--- config.mk ---
export PLATFORM = sky130hd
export DESIGN_NAME = replay_trace_parser
export DESIGN_NICKNAME = d
export VERILOG_FILES = /design/src/design/trace_fsm_pkg.sv /design/src/design/trace_geom_pkg.sv /design/src/design/replay_trace_parser.sv /design/src/design/unit_assembler.sv /design/src/design/trace_shift_buffer.sv
export SDC_FILE = /design/constraint.sdc
export NUM_CORES = 1
export LEC_CHECK = 0
export ABC_AREA = 1
export BUFFER_PORTS_ARGS = -buffer_cell sky130_fd_sc_hd__clkbuf_2
export CAP_MARGIN = 20
export CELL_PAD_IN_SITES_DETAIL_PLACEMENT = 0
export CELL_PAD_IN_SITES_GLOBAL_PLACEMENT = 1
export CORE_ASPECT_RATIO = 0.5
export CORE_MARGIN = 1.5
export CORE_UTILIZATION = 48
export CTS_CLUSTER_SIZE = 30
export DETAILED_ROUTE_END_ITERATION = 16
export PLACE_DENSITY = 0.95
export SKIP_CTS_REPAIR_TIMING = 1
export SLEW_MARGIN = 20
export SYNTH_ARGS = -nofsm -noshare
export SYNTH_HDL_FRONTEND = slang
export SYNTH_SLANG_ARGS = --single-unit
export TNS_END_PERCENT = 20
--- constraint.sdc ---
create_clock -name clk -period 18.17 [get_ports clk]
set_input_delay 5.451 -clock clk [delete_from_list [all_inputs] [get_ports clk]]
set_output_delay 5.451 -clock clk [all_outputs]
set_load 0.05 [all_outputs]
--- src/design/trace_fsm_pkg.sv ---
package trace_fsm_pkg;

    // HI half of the shift buffer
    typedef enum logic {
        hi_st_empty,
        hi_st_full
    } hi_state_t;

    // LO half of the shift buffer
    // header means the valid offset points at a length byte
    typedef enum logic [1:0] {
        lo_st_empty,
        lo_st_header,
        lo_st_body
    } lo_state_t;

    // unit assembler
    typedef enum logic [1:0] {
        asm_st_wait_header,
        asm_st_wait_body,
        asm_st_done
    } asm_state_t;

endpackage

--- src/design/trace_geom_pkg.sv ---
package trace_geom_pkg;

    // input side, one FWFT word per read
    localparam int axi_width = 64;
    // units start on byte boundaries
    localparam int packet_alignment = 8;
    // output side, one complete unit per write
    localparam int logging_unit_width = 200;

    // header must hold lengths up to the full unit width
    localparam int offset_width = $clog2(logging_unit_width + 1);
    localparam int align_bits = $clog2(packet_alignment);
    // unit length counted in bytes
    localparam int aligned_offset_width = offset_width - align_bits;
    // bytes per input word and the byte index inside it
    localparam int axi_aligned_width = axi_width / packet_alignment;
    localparam int axi_aligned_offset_width = $clog2(axi_aligned_width);
    // input words needed to cover one output unit
    localparam int num_axi = (logging_unit_width - 1) / axi_width + 1;

    // two-word shift buffer, HI on top of LO
    localparam int shift_buf_width = 2 * axi_width;
    // room for remaining length plus offset without overflow
    localparam int exhaust_width = aligned_offset_width + axi_aligned_offset_width;
    // assembler word counter runs up to num_axi
    localparam int axi_cnt_width = $clog2(num_axi + 1);
    localparam int slot_idx_width = $clog2(num_axi);

    typedef logic [axi_width-1:0]                axi_word_t;
    typedef logic [logging_unit_width-1:0]       unit_word_t;
    typedef logic [offset_width-1:0]             unit_len_t;
    typedef logic [aligned_offset_width-1:0]     aligned_len_t;
    typedef logic [axi_aligned_offset_width-1:0] aligned_off_t;
    typedef logic [axi_cnt_width-1:0]            axi_cnt_t;
    typedef logic [slot_idx_width-1:0]           slot_idx_t;
    // one bit wider than a length so that num_axi words fit
    typedef logic [offset_width:0]               cover_len_t;

endpackage
--- src/design/replay_trace_parser.sv ---
`timescale 1ns/1ps

module replay_trace_parser (
    input  logic                       clk,
    input  logic                       sync_rst_n,
    // input FIFO, first word fall through
    input  trace_geom_pkg::axi_word_t  in_data,
    input  logic                       in_empty,
    output logic                       in_rd_en,
    // output FIFO
    input  logic                       out_almfull,
    output trace_geom_pkg::unit_word_t unit_data,
    output logic                       unit_wr_en
);
    import trace_geom_pkg::*;

    // slices from the shift buffer, one register stage deep
    logic      slice_valid;
    axi_word_t slice_data;
    // remaining length of the unit in bits
    unit_len_t slice_len;

    // cuts the word stream into per-unit slices
    // almost full throttles reads here, slices in flight still drain
    trace_shift_buffer u_shift_buffer (
        .clk         (clk),
        .sync_rst_n  (sync_rst_n),
        .in_data     (in_data),
        .in_empty    (in_empty),
        .out_almfull (out_almfull),
        .in_rd_en    (in_rd_en),
        .slice_valid (slice_valid),
        .slice_data  (slice_data),
        .slice_len   (slice_len)
    );

    // stitches slices back into one unit and strobes it out
    unit_assembler u_assembler (
        .clk         (clk),
        .sync_rst_n  (sync_rst_n),
        .slice_valid (slice_valid),
        .slice_data  (slice_data),
        .slice_len   (slice_len),
        .unit_data   (unit_data),
        .unit_wr_en  (unit_wr_en)
    );

endmodule

--- src/design/unit_assembler.sv ---
`timescale 1ns/1ps

module unit_assembler (
    input  logic                       clk,
    input  logic                       sync_rst_n,
    input  logic                       slice_valid,
    input  trace_geom_pkg::axi_word_t  slice_data,
    input  trace_geom_pkg::unit_len_t  slice_len,
    output trace_geom_pkg::unit_word_t unit_data,
    output logic                       unit_wr_en
);
    import trace_geom_pkg::*;
    import trace_fsm_pkg::*;

    asm_state_t asm_state;
    asm_state_t asm_state_next;

    // total length of the unit, taken from its first slice
    unit_len_t unit_len;
    // words collected so far
    axi_cnt_t word_cnt;
    axi_cnt_t word_cnt_inc;
    // bits covered once the current slice is stored
    cover_len_t covered_bits;

    logic [num_axi-1:0][axi_width-1:0] word_slot;
    logic [num_axi*axi_width-1:0]      slot_flat;

    // a first slice that already holds the whole unit
    logic first_done;
    // a body slice that completes the unit
    logic body_done;

    assign first_done   = slice_len <= unit_len_t'(axi_width);
    assign word_cnt_inc = word_cnt + axi_cnt_t'(1);
    assign covered_bits = cover_len_t'(word_cnt_inc) * cover_len_t'(axi_width);
    assign body_done    = cover_len_t'(unit_len) <= covered_bits;

    always_comb begin
        asm_state_next = asm_state;
        case (asm_state)
            asm_st_wait_header: begin
                if (slice_valid) begin
                    asm_state_next = first_done ? asm_st_done : asm_st_wait_body;
                end
            end
            asm_st_wait_body: begin
                if (slice_valid && body_done) begin
                    asm_state_next = asm_st_done;
                end
            end
            asm_st_done: begin
                // slices never stall, so a new one starts the next unit here
                if (slice_valid) begin
                    asm_state_next = first_done ? asm_st_done : asm_st_wait_body;
                end else begin
                    asm_state_next = asm_st_wait_header;
                end
            end
            default: begin
                asm_state_next = asm_st_wait_header;
            end
        endcase
    end

    always_ff @(posedge clk) begin
        if (!sync_rst_n) begin
            asm_state <= asm_st_wait_header;
        end else begin
            asm_state <= asm_state_next;
        end
    end

    // counter and length
    always_ff @(posedge clk) begin
        if (!sync_rst_n) begin
            word_cnt <= '0;
            unit_len <= '0;
        end else if (asm_state == asm_st_wait_body) begin
            if (slice_valid) begin
                word_cnt <= word_cnt_inc;
            end
        end else if (slice_valid) begin
            // first slice of a unit carries the full length
            word_cnt <= axi_cnt_t'(1);
            unit_len <= slice_len;
        end
    end

    // word slots
    always_ff @(posedge clk) begin
        if (slice_valid) begin
            if (asm_state == asm_st_wait_body) begin
                word_slot[slot_idx_t'(word_cnt)] <= slice_data;
            end else begin
                word_slot[0] <= slice_data;
            end
        end
    end

    // slot 0 holds the header at bit 0
    assign slot_flat = word_slot;
    assign unit_data = slot_flat[logging_unit_width-1:0];

    // one strobe per finished unit
    assign unit_wr_en = (asm_state == asm_st_done);

endmodule

--- src/design/trace_shift_buffer.sv ---
`timescale 1ns/1ps

module trace_shift_buffer (
    input  logic                      clk,
    input  logic                      sync_rst_n,
    input  trace_geom_pkg::axi_word_t in_data,
    input  logic                      in_empty,
    input  logic                      out_almfull,
    output logic                      in_rd_en,
    output logic                      slice_valid,
    output trace_geom_pkg::axi_word_t slice_data,
    output trace_geom_pkg::unit_len_t slice_len
);
    import trace_geom_pkg::*;
    import trace_fsm_pkg::*;

    // upper word is HI, lower word is LO
    logic [shift_buf_width-1:0] shift_buf;

    hi_state_t hi_state;
    hi_state_t hi_state_next;
    // word enters HI this cycle
    logic hi_in;
    // registered copy of hi_state == full
    logic hi_full;

    lo_state_t lo_state;
    lo_state_t lo_state_next;
    // registered copy of lo_state == empty
    logic lo_empty;
    // first valid byte inside LO
    aligned_off_t lo_valid_off;
    // bytes of the current unit not yet sliced out
    aligned_len_t lo_remain_len;
    aligned_len_t lo_remain_len_reg;

    // move HI down into LO
    logic hi_lo_shift;
    // issue a slice this cycle
    logic lo_out;
    axi_word_t lo_out_data;
    // this slice uses up every valid byte left in LO
    logic lo_exhaust;
    // this slice carries the rest of the unit
    logic lo_valid_satisfied;

    // read only when HI is free or is being handed down to LO
    assign in_rd_en = !in_empty && !out_almfull && (!hi_full || hi_lo_shift);
    assign hi_in = in_rd_en;

    // only slice when the data across the HI/LO boundary is contiguous
    assign lo_out = hi_full && !lo_empty;
    // refill LO when empty or when this slice drains it
    assign hi_lo_shift = hi_full && (lo_empty || (lo_out && lo_exhaust));

    // 64 bits starting at the valid byte, reaching into HI as needed
    assign lo_out_data = shift_buf[int'(lo_valid_off) * packet_alignment +: axi_width];

    // header length is decoded straight from the slice in header state
    always_comb begin
        case (lo_state)
            lo_st_header: begin
                lo_remain_len = lo_out_data[align_bits +: aligned_offset_width];
            end
            lo_st_body: begin
                lo_remain_len = lo_remain_len_reg;
            end
            default: begin
                lo_remain_len = '0;
            end
        endcase
    end

    // widened so that a long unit at a high offset cannot wrap
    assign lo_exhaust = (exhaust_width'(lo_remain_len) + exhaust_width'(lo_valid_off))
                        >= exhaust_width'(axi_aligned_width);
    assign lo_valid_satisfied = lo_remain_len <= aligned_len_t'(axi_aligned_width);

    // HI state machine
    always_comb begin
        hi_state_next = hi_state;
        case (hi_state)
            hi_st_empty: begin
                // load
                if (hi_in) begin
                    hi_state_next = hi_st_full;
                end
            end
            hi_st_full: begin
                // unload without a new word behind it
                // shift together with hi_in is a flow and stays full
                if (hi_lo_shift && !hi_in) begin
                    hi_state_next = hi_st_empty;
                end
            end
            default: begin
                hi_state_next = hi_st_empty;
            end
        endcase
    end

    always_ff @(posedge clk) begin
        if (!sync_rst_n) begin
            hi_state <= hi_st_empty;
            hi_full  <= 1'b0;
        end else begin
            hi_state <= hi_state_next;
            hi_full  <= (hi_state_next == hi_st_full);
        end
    end

    // LO state machine
    always_comb begin
        lo_state_next = lo_state;
        case (lo_state)
            lo_st_empty: begin
                if (hi_lo_shift) begin
                    lo_state_next = lo_st_header;
                end
            end
            lo_st_header, lo_st_body: begin
                if (hi_lo_shift) begin
                    // LO drained, the unit either ends here or continues in the new LO
                    lo_state_next = lo_valid_satisfied ? lo_st_header : lo_st_body;
                end else if (lo_out && !lo_exhaust) begin
                    // unit ended inside LO so the next header follows it
                    lo_state_next = lo_st_header;
                end
            end
            default: begin
                lo_state_next = lo_st_empty;
            end
        endcase
    end

    always_ff @(posedge clk) begin
        if (!sync_rst_n) begin
            lo_state <= lo_st_empty;
            lo_empty <= 1'b1;
        end else begin
            lo_state <= lo_state_next;
            lo_empty <= (lo_state_next == lo_st_empty);
        end
    end

    // valid offset moves past the finished unit
    // modulo the word size, which also covers the wrap into the new LO
    always_ff @(posedge clk) begin
        if (!sync_rst_n) begin
            lo_valid_off <= '0;
        end else if (lo_state == lo_st_empty) begin
            lo_valid_off <= '0;
        end else if (hi_lo_shift) begin
            // a continuing unit keeps its offset in the new LO
            if (lo_valid_satisfied) begin
                lo_valid_off <= lo_valid_off + lo_remain_len[axi_aligned_offset_width-1:0];
            end
        end else if (lo_out && !lo_exhaust) begin
            lo_valid_off <= lo_valid_off + lo_remain_len[axi_aligned_offset_width-1:0];
        end
    end

    // remaining length after one full word was sliced out
    always_ff @(posedge clk) begin
        if (!sync_rst_n) begin
            lo_remain_len_reg <= '0;
        end else if (hi_lo_shift && !lo_valid_satisfied) begin
            lo_remain_len_reg <= lo_remain_len - aligned_len_t'(axi_aligned_width);
        end
    end

    // two-word data path
    always_ff @(posedge clk) begin
        if (hi_in) begin
            shift_buf[axi_width +: axi_width] <= in_data;
        end
        if (hi_lo_shift) begin
            shift_buf[0 +: axi_width] <= shift_buf[axi_width +: axi_width];
        end
    end

    // register barrier towards the assembler
    always_ff @(posedge clk) begin
        if (!sync_rst_n) begin
            slice_valid <= 1'b0;
        end else begin
            slice_valid <= lo_out;
        end
    end

    always_ff @(posedge clk) begin
        slice_data <= lo_out_data;
        // bytes back to bits
        slice_len  <= {lo_remain_len, {align_bits{1'b0}}};
    end

endmodule

==> qor.yml, run 1 <==
flow_run:
  drv_cap: 0
die:
  core_area_um2: 33000
  top_level_ports: 270
  die-width_um: 262
  starting_density_of_the_core_pct: 48.7
  fp.dieH_um: 132
  fp-row-count: 47
  fp.dieArea_um2: 34700
global_route:
  overflow_left_after_global_routing: 0
  grt_pass1_vias: 9846
  number_of_antenna_violations_at_the_first_check_in_global_routing: 2
  globalRouteTotalUtil_pct: 21.8
  grt_pass1_wl_um: 57400
  grt_start_max_net_pins: 90
cells_and_area:
  flow.area_growth_from_synthesis_pct: 18.1
  fillCellCount: 2661
  largest_reg_flops: 200
  mostFrequentLayoutCell: "sky130_fd_sc_hd__edfxtp_1"
  postLayoutCellArea_um2: 19000
  num-nets-final: 1653
  layout.cells.non_filler: 2039
  most-common-layout-cells: "sky130_fd_sc_hd__edfxtp_1 (328), sky130_fd_sc_hd__clkbuf_2 (269), sky130_fd_sc_hd__nand2_1 (220)"
  post_route_cells_drive_above_1_share_pct: 24.0
  antenna_cells: 0
synth:
  asyncSetResetFlopFracSynth_pct: 0
  synth_top_flop_cell: "sky130_fd_sc_hd__edfxtp_1"
  postSynthNetCount: 1395
  synth.yosys.warnings: 0
  yosysSeqAreaShare_pct: 72.6
  postSynthAreaPerCell_um2: 12.3
  synthesized_cell_area_um2: 16100
  synth_cells: 1311
  ys_ff_latch: 420
  synth_enable_flop_cells: 328
  synthDistinctLibCells: 44
sta:
  setup_tns_ns: 0
  final.setup_skew_ns: 0.0120
  rsz0062_at_grt: "no"
  timing.final.setup_violations: 0
  relSlewSlack_pct: 28.4
  finalCriticalPeriod_ns: 11.78
  worst_pin_slew_ns: 1.07
  timing.final.ws_setup_ns: 6.39
  fmax_ghz: 0.0849
  finalCritPeriodShare_pct: 64.8
  count_of_final_max_slew_check_failures: 0
  hold_viol_final: 0
critical_path:
  critical_path_required_ns: 12.72
  start_kind: "primary input"
  setup.worst_path.end_class: "primary output"
  r2r_slack_ns: 13.35
  setup.worst_path.class: "primary input to primary output"
  worst-endpoint-arrival_ns: 6.32
  crit_fanout: 2
cts:
  cts_buffers: 38
  cts_buffer_depth: 3
  worst_skew_pair.late_latency_ns: 0.53
  tritoncts: "built"
  cts.reportedPaths.clkPinSlew_ns: 0.07
  clockRootBuffer: "sky130_fd_sc_hd__clkbuf_16"
  cts.htree.levels: 2
  clock_sink_count: 420
drt:
  ant_nets: 0
  dr.first_iter.drc_count: 1281
  detail_route.wirelength_um: 38200
  dr_vias: 10600
  vias_per_cell: 5.19
  post-route-drc-count: 0
  post_drt_wl_per_cell_um: 18.7
  detail_route.first_pass.iterations: 6
pwr:
  power.share.combinational_pct: 3.9
  powerDensity_nw_per_um2: 102
  swShare_pct: 21.5
  power.share.clock_pct: 40.1
  power.switching_w: 0.000415
  power.sequential.fraction_pct: 56.1
  power_leakage_nw: 7.59
  report.power.total_w: 0.00193
  vdd_drop_max_v: 0.0000518
  internal_cell_power_w: 0.00151
min_path:
  hold_path_class: "register to register"
placement:
  hpwl_um: 25600
  dpl_cell_area_um2: 17800
  port_buffers: 269
  finalWeightedCongestion: 0.878
  place_inst: 1970
  pre_cts_setup_slack_ns: 6.37
outcome:
  status: "completed"
worst paths after layout:
| kind | start | end | cells after the start |
|---|---|---|---|
| hold reg to reg | u_shift_buffer.shift_buf[125] | u_shift_buffer.shift_buf[61] | 0 |
| setup reg to reg | u_shift_buffer.lo_valid_off[0] | u_shift_buffer.shift_buf[104] | 16 |
| hold / removal | u_shift_buffer.shift_buf[125] | u_shift_buffer.shift_buf[61] | 0 |
| setup / recovery | out_almfull | in_rd_en | 4 |
critical path, cell delays in order:
cell and delay (ns):
sky130_fd_sc_hd__clkbuf_2 0.07, sky130_fd_sc_hd__or2_2 0.34, sky130_fd_sc_hd__a21oi_4 0.16, sky130_fd_sc_hd__clkbuf_2 0.30
synthesized netlist by cell type (2+ instances only):
cell type,n,area (µm²)
sky130_fd_sc_hd__edfxtp_1,328,9850
sky130_fd_sc_hd__nand2_1,220,826
sky130_fd_sc_hd__inv_1,115,432
sky130_fd_sc_hd__nand3_1,111,556
sky130_fd_sc_hd__o21ai_0,111,556
sky130_fd_sc_hd__nor2_1,95,357
sky130_fd_sc_hd__dfxtp_1,92,1840
sky130_fd_sc_hd__a21oi_1,50,250
sky130_fd_sc_hd__mux2i_1,40,400
sky130_fd_sc_hd__clkbuf_1,34,128
sky130_fd_sc_hd__ha_1,15,188
sky130_fd_sc_hd__nand2_2,15,93.8
sky130_fd_sc_hd__buf_1,11,41.3
sky130_fd_sc_hd__buf_2,10,50.1
sky130_fd_sc_hd__a22oi_1,9,67.6
sky130_fd_sc_hd__inv_2,5,18.8
sky130_fd_sc_hd__nand3_2,5,50.1
sky130_fd_sc_hd__o22ai_1,5,31.3
sky130_fd_sc_hd__buf_6,4,45.0
sky130_fd_sc_hd__o21ai_1,4,20.0
sky130_fd_sc_hd__nor3_1,3,15.0
sky130_fd_sc_hd__or2_2,3,18.8
sky130_fd_sc_hd__buf_4,2,15.0
sky130_fd_sc_hd__nand2_4,2,22.5
sky130_fd_sc_hd__nand3_4,2,35.0
sky130_fd_sc_hd__o21ai_2,2,17.5
power groups by stage:
stage                     registers [W]  clock network (W)  logic [W]
after floorplan                 0.00110                  0  0.0000453
after global placement          0.00110                  0  0.0000725
after detailed placement        0.00110                  0  0.0000739
after CTS                       0.00108           0.000783  0.0000745
after global routing            0.00108           0.000822  0.0000836
final                           0.00108           0.000773  0.0000748
metrics by stage:
step,hold WS (ns),util (%)
after floorplan,0.400,-
after global placement,0.401,53.9
after detailed placement,0.405,53.9
after CTS,0.419,57.5
after global routing,0.425,57.5
final,0.418,57.5
routing by layer:
metal | GRT usage [%] | vias to the layer above | share of wire [%]
li1 | - | 5037 | -
met1 | 31.3 | 5094 | 44
met2 | 34.0 | 394 | 47
met3 | 4.33 | 55 | 7.0
met4 | 5.78 | 0 | 2.0
met5 | 0 | - | 0
cell type report:
class	instances	area [µm²]	share of cell area, %
tap	441	552	2.90
inverter	121	460	2.42
timing repair buffer	280	1430	7.52
clock buffer	52	1060	5.60
clock inverter	17	120	0.632
multi-input combinational	708	3680	19.4
sequential	420	11700	61.6
logic make-up after synthesis:
| kind of cell | after synthesis | synth area share [%] |
|---|---|---|
| AO/OA/AOI/OAI | 189 | 6.28 |
| XOR/XNOR | 2 | 0.109 |
| adder cells (fa/ha/maj) | 16 | 1.29 |
| buffers and inverters | 183 | 4.71 |
| flip-flops | 420 | 72.6 |
| multiplexers | 40 | 2.49 |
| AND/OR/NAND/NOR | 461 | 12.5 |
Note: power is estimated with default switching activity, not from simulation.
==> inputs of run 2 (changes only) <==
- CORE_UTILIZATION: 48 -> 45
- PLACE_DENSITY: 0.95 -> 0.91
- clock period: 18.17 -> 11.7 ns (I/O delays scaled with it)
==> run 2 against run 1 <==
Compared with the run above:
- first-iteration DRC count is 27% lower
- clock skew increased by 0.0070 ns
- wire length decreased by 1.3%
- core utilization fell by 2.7 points
- final cell count is 1.7% higher
- critical path depth is 12 higher
- sequential power up 56%
- combinational power is 55% higher
- critical path type is now register to primary output
- critical endpoint unchanged
- largest power group unchanged
- highest routed layer is now met5
==> qor.yml, run 2 (synthesis results as in run 1) <==
drt:
  dr.first_iter.drc_count: 940
  dr_vias: 10400
  post_drt_wl_per_cell_um: 18.2
  detail_route.wirelength_um: 37700
  post-route-drc-count: 0
  route.layer.met1.wl_um: 16200
  ant_nets: 0
  vias_per_cell: 5.00
  route.met2.wl_um: 18000
  detailroute.wirelength.met3_um: 2680
  route.top_layer_used: "met5"
  detail_route.first_pass.iterations: 5
sta:
  setup_tns_ns: 0
  relSlewSlack_pct: 27.3
  count_of_final_max_slew_check_failures: 0
  rsz0062_at_grt: "no"
  timing.final.setup_violations: 0
  final.setup_skew_ns: 0.0191
  fmax_ghz: 0.125
  finalCritPeriodShare_pct: 68.5
  worst_pin_slew_ns: 1.09
  finalCriticalPeriod_ns: 8.02
  hold_viol_final: 0
cts:
  worst_skew_pair.late_latency_ns: 0.54
  clockRootBuffer: "sky130_fd_sc_hd__clkbuf_16"
  cts.htree.levels: 2
  cts.reportedPaths.clkPinSlew_ns: 0.06
  clock_sink_count: 420
  cts_buffer_depth: 3
  cts_buffers: 37
  tritoncts: "built"
cells_and_area:
  mostFrequentLayoutCell: "sky130_fd_sc_hd__edfxtp_1"
  largest_reg_flops: 200
  most-common-layout-cells: "sky130_fd_sc_hd__edfxtp_1 (328), sky130_fd_sc_hd__clkbuf_2 (269), sky130_fd_sc_hd__nand2_1 (220)"
  postLayoutCellArea_um2: 19100
  flow.area_growth_from_synthesis_pct: 18.5
  fillCellCount: 2881
  post_route_cells_drive_above_1_share_pct: 24.1
  num-nets-final: 1652
critical_path:
  start_kind: "register"
  crit_fanout: 90
  worst-endpoint-arrival_ns: 4.51
  setup.worst_path.end_class: "primary output"
  setup.worst_path.class: "register to primary output"
  critical_path_required_ns: 8.19
pwr:
  vdd_drop_max_v: 0.0000871
  power.share.combinational_pct: 3.9
  power.share.clock_pct: 40.5
  power.switching_w: 0.000646
  swShare_pct: 21.4
  report.power.total_w: 0.00302
  power.sequential.fraction_pct: 55.6
  internal_cell_power_w: 0.00237
  powerDensity_nw_per_um2: 158
  power_leakage_nw: 7.61
die:
  die-width_um: 270
  fp.dieH_um: 137
  fp-row-count: 48
  core_area_um2: 34800
  fp.dieArea_um2: 37000
  top_level_ports: 270
  starting_density_of_the_core_pct: 46.2
placement:
  hpwl_um: 25800
  port_buffers: 269
  finalWeightedCongestion: 0.862
  dpl_cell_area_um2: 17900
min_path:
  hold_path_class: "register to register"
flow_run:
  drv_cap: 0
global_route:
  number_of_antenna_violations_at_the_first_check_in_global_routing: 2
  grt_pass1_vias: 9801
  grt_start_max_net_pins: 91
  overflow_left_after_global_routing: 0
  globalRouteTotalUtil_pct: 20.0
  grt_pass1_wl_um: 56000
outcome:
  status: "completed"
-- run 2: power by group through the flow --
stage | clock [W] | combinational [W] | sequential (W)
after floorplan | 0 | 0.0000704 | 0.00170
after global placement | 0 | 0.000113 | 0.00171
after detailed placement | 0 | 0.000115 | 0.00171
after CTS | 0.00124 | 0.000116 | 0.00168
after global routing | 0.00130 | 0.000130 | 0.00168
final | 0.00122 | 0.000116 | 0.00168
-- run 2: metrics by stage --
step | worst slack, ns | cells | utilization [%] | hold slack [ns]
2_1_floorplan | 0.552 | 1311 | - | 0.400
6_report | 3.68 | 2073 | 54.8 | 0.422
4_1_cts | 3.69 | 2072 | 54.7 | 0.424
3_3_place_gp | 3.78 | 2004 | 51.3 | 0.405
5_1_grt | 3.29 | 2072 | 54.7 | 0.436
3_5_place_dp | 3.79 | 2004 | 51.3 | 0.412
-- run 2: path summary, 6_finish.rpt --
kind                                  start                             to  slack [ns]  depth (start not counted)
min reg2reg   u_shift_buffer.shift_buf[127]   u_shift_buffer.shift_buf[63]        0.42                          0
min           u_shift_buffer.shift_buf[127]   u_shift_buffer.shift_buf[63]        0.42                          0
max          u_shift_buffer.lo_valid_off[0]                       in_rd_en        3.68                         16
max reg2reg  u_shift_buffer.lo_valid_off[0]  u_shift_buffer.shift_buf[119]        6.93                         16
-- run 2: critical path: stages (launching register included) --
cell and delay (ns):
sky130_fd_sc_hd__dfxtp_4 0.55, sky130_fd_sc_hd__buf_4 0.90, sky130_fd_sc_hd__nand2_1 0.16, sky130_fd_sc_hd__nand3_1 0.14, sky130_fd_sc_hd__nand3_1 0.08, sky130_fd_sc_hd__nand2_1 0.13, sky130_fd_sc_hd__nand2_1 0.07, sky130_fd_sc_hd__a21oi_1 0.27
sky130_fd_sc_hd__ha_1 0.23, sky130_fd_sc_hd__inv_1 0.06, sky130_fd_sc_hd__fa_1 0.39, sky130_fd_sc_hd__o21bai_1 0.20, sky130_fd_sc_hd__nand4_1 0.13, sky130_fd_sc_hd__nand2_2 0.14, sky130_fd_sc_hd__nor2_4 0.06, sky130_fd_sc_hd__a21oi_4 0.15
sky130_fd_sc_hd__clkbuf_2 0.30
-- run 2: layout make-up --
class	count	area (µm²)	area share, %
well taps	475	594	3.12
multi-input cells	708	3680	19.3
flip-flops and latches	420	11700	61.3
inverters	121	460	2.41
clock buffers	48	1010	5.29
clock inverters	20	201	1.06
repair buffers	280	1430	7.49
diodes	1	2.50	0.0131
-- run 2: per-layer routing --
layer  GRT usage, %  vias up
li1               -     5039
met1           27.2     4973
met2           32.5      307
met3           4.96       51
met4           5.03        2
met5              0        -
